`config.mk`:
```
export PLATFORM = sky130hd
export DESIGN_NAME = rv_core
export DESIGN_NICKNAME = d
export VERILOG_FILES = /design/src/rv_pkg.sv /design/src/rv_core.sv /design/src/rv_exec.sv /design/src/rv_fetch.sv /design/src/rv_instr_buf.sv /design/src/rv_regs.sv
export VERILOG_INCLUDE_DIRS = /design/src
export SDC_FILE = /design/constraint.sdc
export NUM_CORES = 2
export LEC_CHECK = 0
export BUFFER_PORTS_ARGS = -buffer_cell sky130_fd_sc_hd__buf_2
export CAP_MARGIN = 5
export CORE_ASPECT_RATIO = 0.7
export CORE_MARGIN = 2
export CORE_UTILIZATION = 56
export DETAILED_ROUTE_END_ITERATION = 7
export PLACE_DENSITY = 0.8
export SYNTH_ARGS = -nofsm -noshare
export SYNTH_HDL_FRONTEND = slang
export SYNTH_SLANG_ARGS = --single-unit
```
`constraint.sdc`:
```
create_clock -name i_clk -period 9.05 [get_ports i_clk]
set_input_delay 0.4525 -clock i_clk [delete_from_list [all_inputs] [get_ports i_clk]]
set_output_delay 0.4525 -clock i_clk [all_outputs]
set_load 0.01 [all_outputs]
```
`src/rv_consts.svh`:
```
`ifndef RV_CONSTS_SVH
`define RV_CONSTS_SVH

// byte address of the first fetch.
`define RV_RESET_ADDR       32'h0000_0000

// instruction byte-address width.
`define RV_IADDR_BITS       16

// instruction buffer holds 2**N words.
`define RV_IBUF_DEPTH_LOG2  2

// integer register count.
`define RV_NUM_REGS         32

`endif

```
`src/rv_pkg.sv`:
```
`default_nettype none

`include "rv_consts.svh"

package rv_pkg;

    // RV32I major opcodes handled by execute.
    typedef enum logic[6:0] {
        op_reg = 7'b0110011,
        op_imm = 7'b0010011,
        op_lui = 7'b0110111
    } rv_opcode_e;

    typedef enum logic[2:0] {
        alu_add = 3'd0,
        alu_sub = 3'd1,
        alu_and = 3'd2,
        alu_or  = 3'd3,
        alu_xor = 3'd4,
        alu_slt = 3'd5
    } rv_alu_op_e;

    typedef enum logic {
        fetch_idle = 1'b0,
        fetch_wait = 1'b1
    } rv_fetch_state_e;

    typedef struct packed {
        logic[`RV_IADDR_BITS-1:0]   pc;
        logic[31:0]                 instr;
    } rv_fetch_item_t;

    // instr keeps the word above the opcode field.
    typedef struct packed {
        logic[`RV_IADDR_BITS-1:0]   pc;
        logic[4:0]                  rd;
        logic[31:0]                 result;
        logic                       wrote;
        logic                       illegal;
        logic[26:0]                 instr;
    } rv_retire_t;

endpackage

`default_nettype wire

```
`src/rv_core.sv`:
```
`timescale 1ns/100ps
`default_nettype none

`include "rv_consts.svh"

module rv_core (
    input  logic                        i_clk,
    input  logic                        i_rst_n,
    // instruction bus.
    output logic                        o_instr_req,
    output logic[`RV_IADDR_BITS-1:0]    o_instr_addr,
    input  logic                        i_instr_ack,
    input  logic[31:0]                  i_instr_data,
    // retire port.
    output logic                        o_retire_valid,
    output rv_pkg::rv_retire_t          o_retire,
    input  logic                        i_retire_ready
);

    import rv_pkg::*;

    logic               fetch_valid;
    logic               fetch_ready;
    rv_fetch_item_t     fetch_item;
    logic               ibuf_valid;
    logic               ibuf_ready;
    rv_fetch_item_t     ibuf_item;
    logic[4:0]          reg_rs1;
    logic[4:0]          reg_rs2;
    logic[31:0]         reg_data1;
    logic[31:0]         reg_data2;
    logic               reg_write;
    logic[4:0]          reg_rd;
    logic[31:0]         reg_wdata;

    rv_fetch u_fetch (
        .i_clk              (i_clk),
        .i_rst_n            (i_rst_n),
        .i_instr_ack        (i_instr_ack),
        .i_instr_data       (i_instr_data),
        .o_instr_req        (o_instr_req),
        .o_instr_addr       (o_instr_addr),
        .o_valid            (fetch_valid),
        .o_item             (fetch_item),
        .i_ready            (fetch_ready)
    );

    rv_instr_buf #(
        .DEPTH_LOG2         (`RV_IBUF_DEPTH_LOG2)
    ) u_ibuf (
        .i_clk              (i_clk),
        .i_rst_n            (i_rst_n),
        .i_valid            (fetch_valid),
        .i_item             (fetch_item),
        .o_ready            (fetch_ready),
        .o_valid            (ibuf_valid),
        .o_item             (ibuf_item),
        .i_ready            (ibuf_ready)
    );

    rv_exec u_exec (
        .i_clk              (i_clk),
        .i_rst_n            (i_rst_n),
        .i_valid            (ibuf_valid),
        .i_item             (ibuf_item),
        .o_ready            (ibuf_ready),
        .o_rs1              (reg_rs1),
        .o_rs2              (reg_rs2),
        .i_data1            (reg_data1),
        .i_data2            (reg_data2),
        .o_reg_write        (reg_write),
        .o_rd               (reg_rd),
        .o_reg_data         (reg_wdata),
        .o_retire_valid     (o_retire_valid),
        .o_retire           (o_retire),
        .i_retire_ready     (i_retire_ready)
    );

    rv_regs u_regs (
        .i_clk              (i_clk),
        .i_rst_n            (i_rst_n),
        .i_rs1              (reg_rs1),
        .i_rs2              (reg_rs2),
        .o_data1            (reg_data1),
        .o_data2            (reg_data2),
        .i_write            (reg_write),
        .i_rd               (reg_rd),
        .i_data             (reg_wdata)
    );

endmodule

`default_nettype wire

```
`src/rv_exec.sv`:
```
`timescale 1ns/100ps
`default_nettype none

`include "rv_consts.svh"

module rv_exec (
    input  logic                    i_clk,
    input  logic                    i_rst_n,
    input  logic                    i_valid,
    input  rv_pkg::rv_fetch_item_t  i_item,
    output logic                    o_ready,
    output logic[4:0]               o_rs1,
    output logic[4:0]               o_rs2,
    input  logic[31:0]              i_data1,
    input  logic[31:0]              i_data2,
    output logic                    o_reg_write,
    output logic[4:0]               o_rd,
    output logic[31:0]              o_reg_data,
    output logic                    o_retire_valid,
    output rv_pkg::rv_retire_t      o_retire,
    input  logic                    i_retire_ready
);

    import rv_pkg::*;

    rv_opcode_e     opcode;
    rv_alu_op_e     alu_op;
    logic[2:0]      funct3;
    logic[6:0]      funct7;
    logic[31:0]     imm_i;
    logic[31:0]     op2;
    logic[31:0]     alu_res;
    logic[31:0]     result;
    logic           use_imm;
    logic           is_lui;
    logic           legal;
    logic           wrote;
    logic           pop;

    assign opcode = rv_opcode_e'(i_item.instr[6:0]);
    assign funct3 = i_item.instr[14:12];
    assign funct7 = i_item.instr[31:25];
    assign imm_i = {{20{i_item.instr[31]}}, i_item.instr[31:20]};

    always_comb begin
        legal = 1'b1;
        use_imm = 1'b0;
        is_lui = 1'b0;
        alu_op = alu_add;
        case (opcode)
            op_reg, op_imm: begin
                use_imm = (opcode == op_imm);
                case (funct3)
                    3'b000: alu_op = (!use_imm && funct7[5]) ? alu_sub : alu_add;
                    3'b010: alu_op = alu_slt;
                    3'b100: alu_op = alu_xor;
                    3'b110: alu_op = alu_or;
                    3'b111: alu_op = alu_and;
                    default: legal = 1'b0;
                endcase
                // register ops allow funct7 of zero, or 0100000 for sub.
                if (!use_imm && (funct7 != 7'b0000000) &&
                        !(funct7 == 7'b0100000 && funct3 == 3'b000)) begin
                    legal = 1'b0;
                end
            end
            op_lui: begin
                is_lui = 1'b1;
            end
            default: begin
                legal = 1'b0;
            end
        endcase
    end

    assign op2 = use_imm ? imm_i : i_data2;

    always_comb begin
        case (alu_op)
            alu_sub: alu_res = i_data1 - op2;
            alu_and: alu_res = i_data1 & op2;
            alu_or:  alu_res = i_data1 | op2;
            alu_xor: alu_res = i_data1 ^ op2;
            alu_slt: alu_res = {31'd0, $signed(i_data1) < $signed(op2)};
            default: alu_res = i_data1 + op2;
        endcase
    end

    assign result = !legal ? '0 : (is_lui ? {i_item.instr[31:12], 12'd0} : alu_res);
    assign wrote = legal && (o_rd != 5'd0);

    // pop when retire slot is free or draining.
    assign o_ready = !o_retire_valid || i_retire_ready;
    assign pop = i_valid && o_ready;

    assign o_rs1 = i_item.instr[19:15];
    assign o_rs2 = i_item.instr[24:20];
    assign o_rd = i_item.instr[11:7];
    assign o_reg_write = pop && wrote;
    assign o_reg_data = result;

    always_ff @(posedge i_clk) begin
        if (!i_rst_n) begin
            o_retire_valid <= 1'b0;
        end else if (pop) begin
            o_retire_valid <= 1'b1;
        end else if (i_retire_ready) begin
            o_retire_valid <= 1'b0;
        end
    end

    always_ff @(posedge i_clk) begin
        if (pop) begin
            o_retire.pc <= i_item.pc;
            o_retire.rd <= o_rd;
            o_retire.result <= result;
            o_retire.wrote <= wrote;
            o_retire.illegal <= !legal;
            o_retire.instr <= {2'b00, i_item.instr[31:7]};
        end
    end

    a_retire_hold: assert property (
        @(posedge i_clk) disable iff (!i_rst_n)
        o_retire_valid && !i_retire_ready |=> o_retire_valid && $stable(o_retire)
    );

endmodule

`default_nettype wire

```
`src/rv_fetch.sv`:
```
`timescale 1ns/100ps
`default_nettype none

`include "rv_consts.svh"

module rv_fetch (
    input  logic                        i_clk,
    input  logic                        i_rst_n,
    input  logic                        i_instr_ack,
    input  logic[31:0]                  i_instr_data,
    output logic                        o_instr_req,
    output logic[`RV_IADDR_BITS-1:0]    o_instr_addr,
    output logic                        o_valid,
    output rv_pkg::rv_fetch_item_t      o_item,
    input  logic                        i_ready
);

    import rv_pkg::*;

    rv_fetch_state_e            state;
    logic[`RV_IADDR_BITS-1:0]   pc;
    rv_fetch_item_t             hold;
    logic                       hold_valid;
    logic                       hold_free;
    logic                       taken;

    // holding register empty or handed over this cycle.
    assign hold_free = !hold_valid || i_ready;
    assign taken = (state == fetch_wait) && i_instr_ack;

    always_ff @(posedge i_clk) begin
        if (!i_rst_n) begin
            state <= fetch_idle;
            pc <= `RV_IADDR_BITS'(`RV_RESET_ADDR);
        end else begin
            case (state)
                fetch_idle: begin
                    if (hold_free) begin
                        state <= fetch_wait;
                    end
                end
                fetch_wait: begin
                    if (i_instr_ack) begin
                        state <= fetch_idle;
                        pc <= pc + `RV_IADDR_BITS'(4);
                    end
                end
                default: begin
                    state <= fetch_idle;
                end
            endcase
        end
    end

    always_ff @(posedge i_clk) begin
        if (!i_rst_n) begin
            hold_valid <= 1'b0;
        end else if (taken) begin
            hold_valid <= 1'b1;
        end else if (i_ready) begin
            hold_valid <= 1'b0;
        end
    end

    // word is tagged with the pc it was fetched from.
    always_ff @(posedge i_clk) begin
        if (taken) begin
            hold.pc <= pc;
            hold.instr <= i_instr_data;
        end
    end

    assign o_instr_req = (state == fetch_wait);
    assign o_instr_addr = pc;
    assign o_valid = hold_valid;
    assign o_item = hold;

    a_addr_stable: assert property (
        @(posedge i_clk) disable iff (!i_rst_n)
        o_instr_req && !i_instr_ack |=> o_instr_req && $stable(o_instr_addr)
    );

endmodule

`default_nettype wire

```
`src/rv_instr_buf.sv`:
```
`timescale 1ns/100ps
`default_nettype none

`include "rv_consts.svh"

module rv_instr_buf #(
    parameter int DEPTH_LOG2 = `RV_IBUF_DEPTH_LOG2
) (
    input  logic                    i_clk,
    input  logic                    i_rst_n,
    input  logic                    i_valid,
    input  rv_pkg::rv_fetch_item_t  i_item,
    output logic                    o_ready,
    output logic                    o_valid,
    output rv_pkg::rv_fetch_item_t  o_item,
    input  logic                    i_ready
);

    import rv_pkg::*;

    localparam int DEPTH = 1 << DEPTH_LOG2;

    rv_fetch_item_t         mem[DEPTH];
    logic[DEPTH_LOG2-1:0]   wr_ptr;
    logic[DEPTH_LOG2-1:0]   rd_ptr;
    logic[DEPTH_LOG2:0]     count;
    logic                   push;
    logic                   pop;

    assign o_ready = (count != (DEPTH_LOG2 + 1)'(DEPTH));
    assign o_valid = (count != '0);
    assign push = i_valid && o_ready;
    assign pop = o_valid && i_ready;

    // head comes straight from storage.
    assign o_item = mem[rd_ptr];

    always_ff @(posedge i_clk) begin
        if (push) begin
            mem[wr_ptr] <= i_item;
        end
    end

    always_ff @(posedge i_clk) begin
        if (!i_rst_n) begin
            wr_ptr <= '0;
            rd_ptr <= '0;
            count <= '0;
        end else begin
            if (push) begin
                wr_ptr <= wr_ptr + 1'b1;
            end
            if (pop) begin
                rd_ptr <= rd_ptr + 1'b1;
            end
            if (push && !pop) begin
                count <= count + 1'b1;
            end else if (pop && !push) begin
                count <= count - 1'b1;
            end
        end
    end

    a_count_bound: assert property (
        @(posedge i_clk) disable iff (!i_rst_n)
        count <= (DEPTH_LOG2 + 1)'(DEPTH)
    );

endmodule

`default_nettype wire

```
`src/rv_regs.sv`:
```
`timescale 1ns/100ps
`default_nettype none

`include "rv_consts.svh"

module rv_regs (
    input  logic        i_clk,
    input  logic        i_rst_n,
    input  logic[4:0]   i_rs1,
    input  logic[4:0]   i_rs2,
    output logic[31:0]  o_data1,
    output logic[31:0]  o_data2,
    input  logic        i_write,
    input  logic[4:0]   i_rd,
    input  logic[31:0]  i_data
);

    logic[31:0] regs[`RV_NUM_REGS];

    // x0 is cleared at reset and never written.
    always_ff @(posedge i_clk) begin
        if (!i_rst_n) begin
            for (int i = 0; i < `RV_NUM_REGS; i++) begin
                regs[i] <= '0;
            end
        end else if (i_write && (i_rd != 5'd0)) begin
            regs[i_rd] <= i_data;
        end
    end

    assign o_data1 = regs[i_rs1];
    assign o_data2 = regs[i_rs2];

endmodule

`default_nettype wire

```
==> results.md <==
Timing:
- Setup violations remaining at the end of the flow were counted as 0.
- Static timing analysis puts the maximum clock frequency at 127 MHz.
- Setup repair after global routing left no endpoint under its margin.
- The tightest slew margin relative to the limit is 0.143.
- The setup total negative slack is 0 ns.
- The worst-case clock skew is 0.0225 ns.
- Hold is met by 0.0481 ns.
- At the pin with the least slew margin, the transition time is 1.29 ns.
- The count of final hold-check violations is 0.
- The clock period minus final worst setup slack is 7.89 ns.
- The total count of max-transition violations in the final report is 0.
- In the finished design, the share of the clock period the worst path needs comes to 0.872.

Worst setup path:
- In this run the critical register-to-register path is captured at u_regs.regs[12][26].
- The number of cell instances on the worst register-to-register path is 21.
- STA classifies the critical path endpoint as a flip-flop.
- The required time of the critical path is 9.51 ns.
- The classification of the worst setup path is flip-flop to flip-flop.
- The data arrival time of the worst path is 8.35 ns.
- The register-to-register setup slack is 1.16 ns.
- The sort of element at the start of the critical path is a flip-flop.
- The maximum fanout count along the critical path is 38.

Global routing:
- The initial antenna violation count is 9.
- The total overflow left after global routing is 0.
- For this run, the total global-route usage over all layers was measured as 0.362.
- The pin count of the biggest net entering global routing is 76.
- The via count of the first global-routing pass is 48775.
- The global-route wire length before repair is 331000 µm.

Outcome:
- The flow ran to the end, but the final reports show violations.
- The final reports fail on design-rule violations.

Synthesis:
- Synthesis inferred 1353 register bits.
- The number of flops mapped to enable cells by yosys is 1327.
- The synthesized netlist cell count is 5068.
- In this run, distinct cell masters in the synthesized netlist total 84.
- The most used flip-flop cell after synthesis is sky130_fd_sc_hd__edfxtp_1.
- Averaged over all synthesized cells, the footprint is 13.7 µm².
- For this run, the number of Yosys warnings is 0.
- The sequential fraction of the synthesis area is 0.579.
- Summing every instance area after synthesis gives 69700 µm².
- For this run, asynchronously set or reset flops after synthesis account for 0.

Clock network:
- The clock sink total is 1353.
- At the later pin of the worst-skew pair, clock insertion delay measures 0.76 ns.
- The root buffer cell chosen for the clock tree is sky130_fd_sc_hd__clkbuf_16.
- TritonCTS built the clock tree.
- The H-tree was split into 3 levels.
- The number of buffers added for setup after CTS is 0.
- Counting the buffers created by CTS gives 118.
- Clock-pin slew was measured on the worst setup and hold paths at 0.07 ns.
- The maximum buffer depth of the clock tree is 3.

Floorplanning:
- The floorplan step set the die height to 299 µm.
- The standard-cell row count is 108.
- 136 I/O pins were placed.
- The die covers 127000 µm².
- From left edge to right edge, the die measures 426 µm.
- The initial core utilization is 0.563.
- The area of the core is 124000 µm².

Cells and area:
- From synthesis to final layout, the design area changed by 10.1%.
- The final-layout fill cell count is 8789.
- Of the cells placed in the final design, the portion with a size suffix greater than 1 is 0.227.
- Across the whole layout, storage elements account for 40400 µm².
- The number of nets in the layout is 5235.
- The multi-input combinational cells in the finished layout cover a total of 27200 µm².

Routing:
- After the first detailed-routing iteration, the DRC count stood at 9219.
- In the final routed layout, each cell accounts on average for 33.7 µm.
- The DRC violations left is 9.
- After detailed routing, the number of vias per cell comes to 7.18.
- The final layout contains routed wiring with a total length of 231000 µm.
- The number of optimization iterations in the first detailed-route pass is 8.
- Once detail routing completed, the nets flagged for antenna violations numbered 0.
- The overall via count from detail_route is 49176.

Place:
- The detailed-placement wirelength estimate is 140000 µm.
- The count of port buffers added during placement is 129.
- The routability congestion estimate is 1.04.

Hold path:
- The worst hold path stage count is 3.
- The min-delay analysis places its worst path in the category input pin to flip-flop.
- The startpoint of the most critical hold path is i_instr_ack.
- The endpoint of the worst hold-timing path is u_fetch.o_valid.

Power:
- Power spread over the standard cell area amounts to 322 nW/µm².
- IR analysis of the VDD net gives a maximum drop of 234 µV.
- In this run the static leakage power is 26.0 nW.
- The completed layout was analyzed and its total power is 24.7 mW.

Job:
- Across the run, the number of max-cap violations was 0.
[area by class of cell]
| cell class | instances | area share |
|---|---|---|
| Clock buffer | 154 | 0.0412 |
| Tap cell | 1650 | 0.0269 |
| Timing Repair Buffer | 352 | 0.0351 |
| Multi-Input combinational cell | 3124 | 0.355 |
| Sequential cell | 1353 | 0.526 |
| Inverter | 145 | 0.00709 |
| Clock inverter | 67 | 0.00864 |
| Antenna cell | 1 | 0.0000326 |
[power by group]
group	leakage, nW	total [mW]	switching, mW	internal, mW
clock network	1.85	5.15	2.37	2.78
logic	10.5	12.0	7.49	4.50
registers	13.6	7.55	0.239	7.32
[synth_stat cells (all sizes together), types with 5 or more instances]
cell type  count  area, µm²
and2          10       62.6
buf          188        891
or3           10       62.6
mux2          34        383
a22oi          9       67.6
edfxtp      1327      39800
a211oi       151       1130
o21bai         7       52.6
mux4         556      12500
dfxtp         26        521
o211ai        27        203
ha           102       1280
nor2b        134        838
o22ai         27        169
mux2i        136       1360
xor2          11       96.3
o31ai         17        128
a211o          5       43.8
a21oi        221       1110
nand2        170        638
clkbuf       295       1110
nor4           8       65.1
nand3         25        125
o31a           7       61.3
a31oi          9       56.3
nor2        1075       4040
inv          141        529
nand4         14       87.6
o21a           8       60.1
a21o          17        128
o21ai         77        385
and3           9       56.3
nor3          93        480
a221o          7       70.1
a221oi        11        103
nand2b         9       56.3
a31o           8       70.1
xnor2         12        105
nor3b          6       45.0
[sequential cells by signal, indices dropped and copies added, names as in the netlist, 2 cells and up, named ones only]
name,flops
u_ibuf.wr_ptr,2
u_ibuf.rd_ptr,2
u_fetch.o_instr_addr,14
u_ibuf.mem,184
u_regs.regs,1024
u_exec.o_retire,73
u_ibuf.count,3
u_fetch.o_item,46
[worst max-delay path by stage]
| stage | startpoint | to | slack, ns |
|---|---|---|---|
| after floorplan | i_retire_ready | u_regs.regs[16][0] | 1.67 |
| after global placement | flip-flop | u_regs.regs[12][26] | 1.63 |
| after detailed placement | flip-flop | u_regs.regs[12][26] | 1.48 |
| after CTS | flip-flop | u_regs.regs[12][26] | 1.44 |
| after global routing | flip-flop | u_regs.regs[12][26] | 0.94 |
| final | flip-flop | u_regs.regs[12][26] | 1.16 |
[cell usage in the layout, fill, tap and decap left out, types with 12 or more instances in the layout]
master | synthesis | final
sky130_fd_sc_hd__o21ai_0 | 68 | 68
sky130_fd_sc_hd__xnor2_1 | 12 | 12
sky130_fd_sc_hd__a211oi_1 | 151 | 149
sky130_fd_sc_hd__nor3_1 | 90 | 90
sky130_fd_sc_hd__conb_1 | 1 | 38
sky130_fd_sc_hd__o31ai_1 | 17 | 16
sky130_fd_sc_hd__nand2_2 | 0 | 45
sky130_fd_sc_hd__dfxtp_1 | 26 | 24
sky130_fd_sc_hd__nor2b_1 | 134 | 133
sky130_fd_sc_hd__buf_4 | 11 | 167
sky130_fd_sc_hd__buf_12 | 0 | 23
sky130_fd_sc_hd__o211ai_1 | 27 | 27
sky130_fd_sc_hd__edfxtp_1 | 1327 | 1327
sky130_fd_sc_hd__a21oi_1 | 221 | 217
sky130_fd_sc_hd__mux2_2 | 34 | 34
sky130_fd_sc_hd__clkbuf_16 | 0 | 120
sky130_fd_sc_hd__nand3_1 | 25 | 25
sky130_fd_sc_hd__mux2i_1 | 136 | 136
sky130_fd_sc_hd__clkbuf_1 | 295 | 31
sky130_fd_sc_hd__mux4_2 | 556 | 548
sky130_fd_sc_hd__nand4_1 | 14 | 14
sky130_fd_sc_hd__buf_2 | 115 | 129
sky130_fd_sc_hd__inv_1 | 141 | 141
sky130_fd_sc_hd__nor2_1 | 1075 | 1075
sky130_fd_sc_hd__o22ai_1 | 27 | 26
sky130_fd_sc_hd__clkinv_1 | 4 | 20
sky130_fd_sc_hd__a21o_1 | 17 | 17
sky130_fd_sc_hd__clkinv_2 | 0 | 20
sky130_fd_sc_hd__nand2_1 | 170 | 125
sky130_fd_sc_hd__dlygate4sd3_1 | 0 | 33
sky130_fd_sc_hd__ha_1 | 102 | 102
[logic make-up after synthesis]
group,after synthesis,synth area share
buffers and inverters,628,0.0365
AO/OA/AOI/OAI,652,0.0611
multiplexers,726,0.205
other,1,0.0000538
AND/OR/NAND/NOR,1580,0.0960
flip-flops,1353,0.579
XOR/XNOR,23,0.00289
adder cells (fa/ha/maj),105,0.0192
[per-stage QoR]
step	instance area, µm²	std cells	setup WS [ns]	utilization
6_report	76700	6846	1.16	0.620
3_5_place_dp	72600	6591	1.48	0.587
4_1_cts	76700	6845	1.44	0.620
5_1_grt	76700	6845	0.938	0.620
3_3_place_gp	72600	6591	1.63	0.587
2_1_floorplan	69800	5105	1.67	-
[per-layer routing]
metal,part of all wire,GRT usage,vias to the layer above
met5,0.00052,0,-
met4,0.057,0.172,16
met3,0.17,0.134,858
met2,0.43,0.510,4765
met1,0.34,0.502,24267
li1,-,-,19270
[worst max-delay path: stages (launching register included)]
cell and delay (ns):
sky130_fd_sc_hd__dfxtp_2 0.74, sky130_fd_sc_hd__buf_4 0.43, sky130_fd_sc_hd__mux4_4 0.90, sky130_fd_sc_hd__buf_4 0.35, sky130_fd_sc_hd__mux4_2 0.31, sky130_fd_sc_hd__nor2b_1 0.14
sky130_fd_sc_hd__a211oi_1 0.25, sky130_fd_sc_hd__a21oi_1 0.16, sky130_fd_sc_hd__a21oi_1 0.28, sky130_fd_sc_hd__o21a_1 0.17, sky130_fd_sc_hd__inv_1 0.06, sky130_fd_sc_hd__ha_1 0.26
sky130_fd_sc_hd__fa_1 0.51, sky130_fd_sc_hd__a21oi_1 0.18, sky130_fd_sc_hd__o21ai_0 0.14, sky130_fd_sc_hd__o21ai_0 0.67, sky130_fd_sc_hd__nand2_1 0.26, sky130_fd_sc_hd__a31oi_1 0.49
sky130_fd_sc_hd__o211ai_1 0.19, sky130_fd_sc_hd__a32oi_1 0.27, sky130_fd_sc_hd__a31o_2 0.62, sky130_fd_sc_hd__nor2_1 0.15
[repair_timing]
item	4_1_cts	5_1_grt
resized for setup	0	0
endpoints found under the hold margin	33	0
hold buffers	33	0
(Power assumes the default switching activity.)
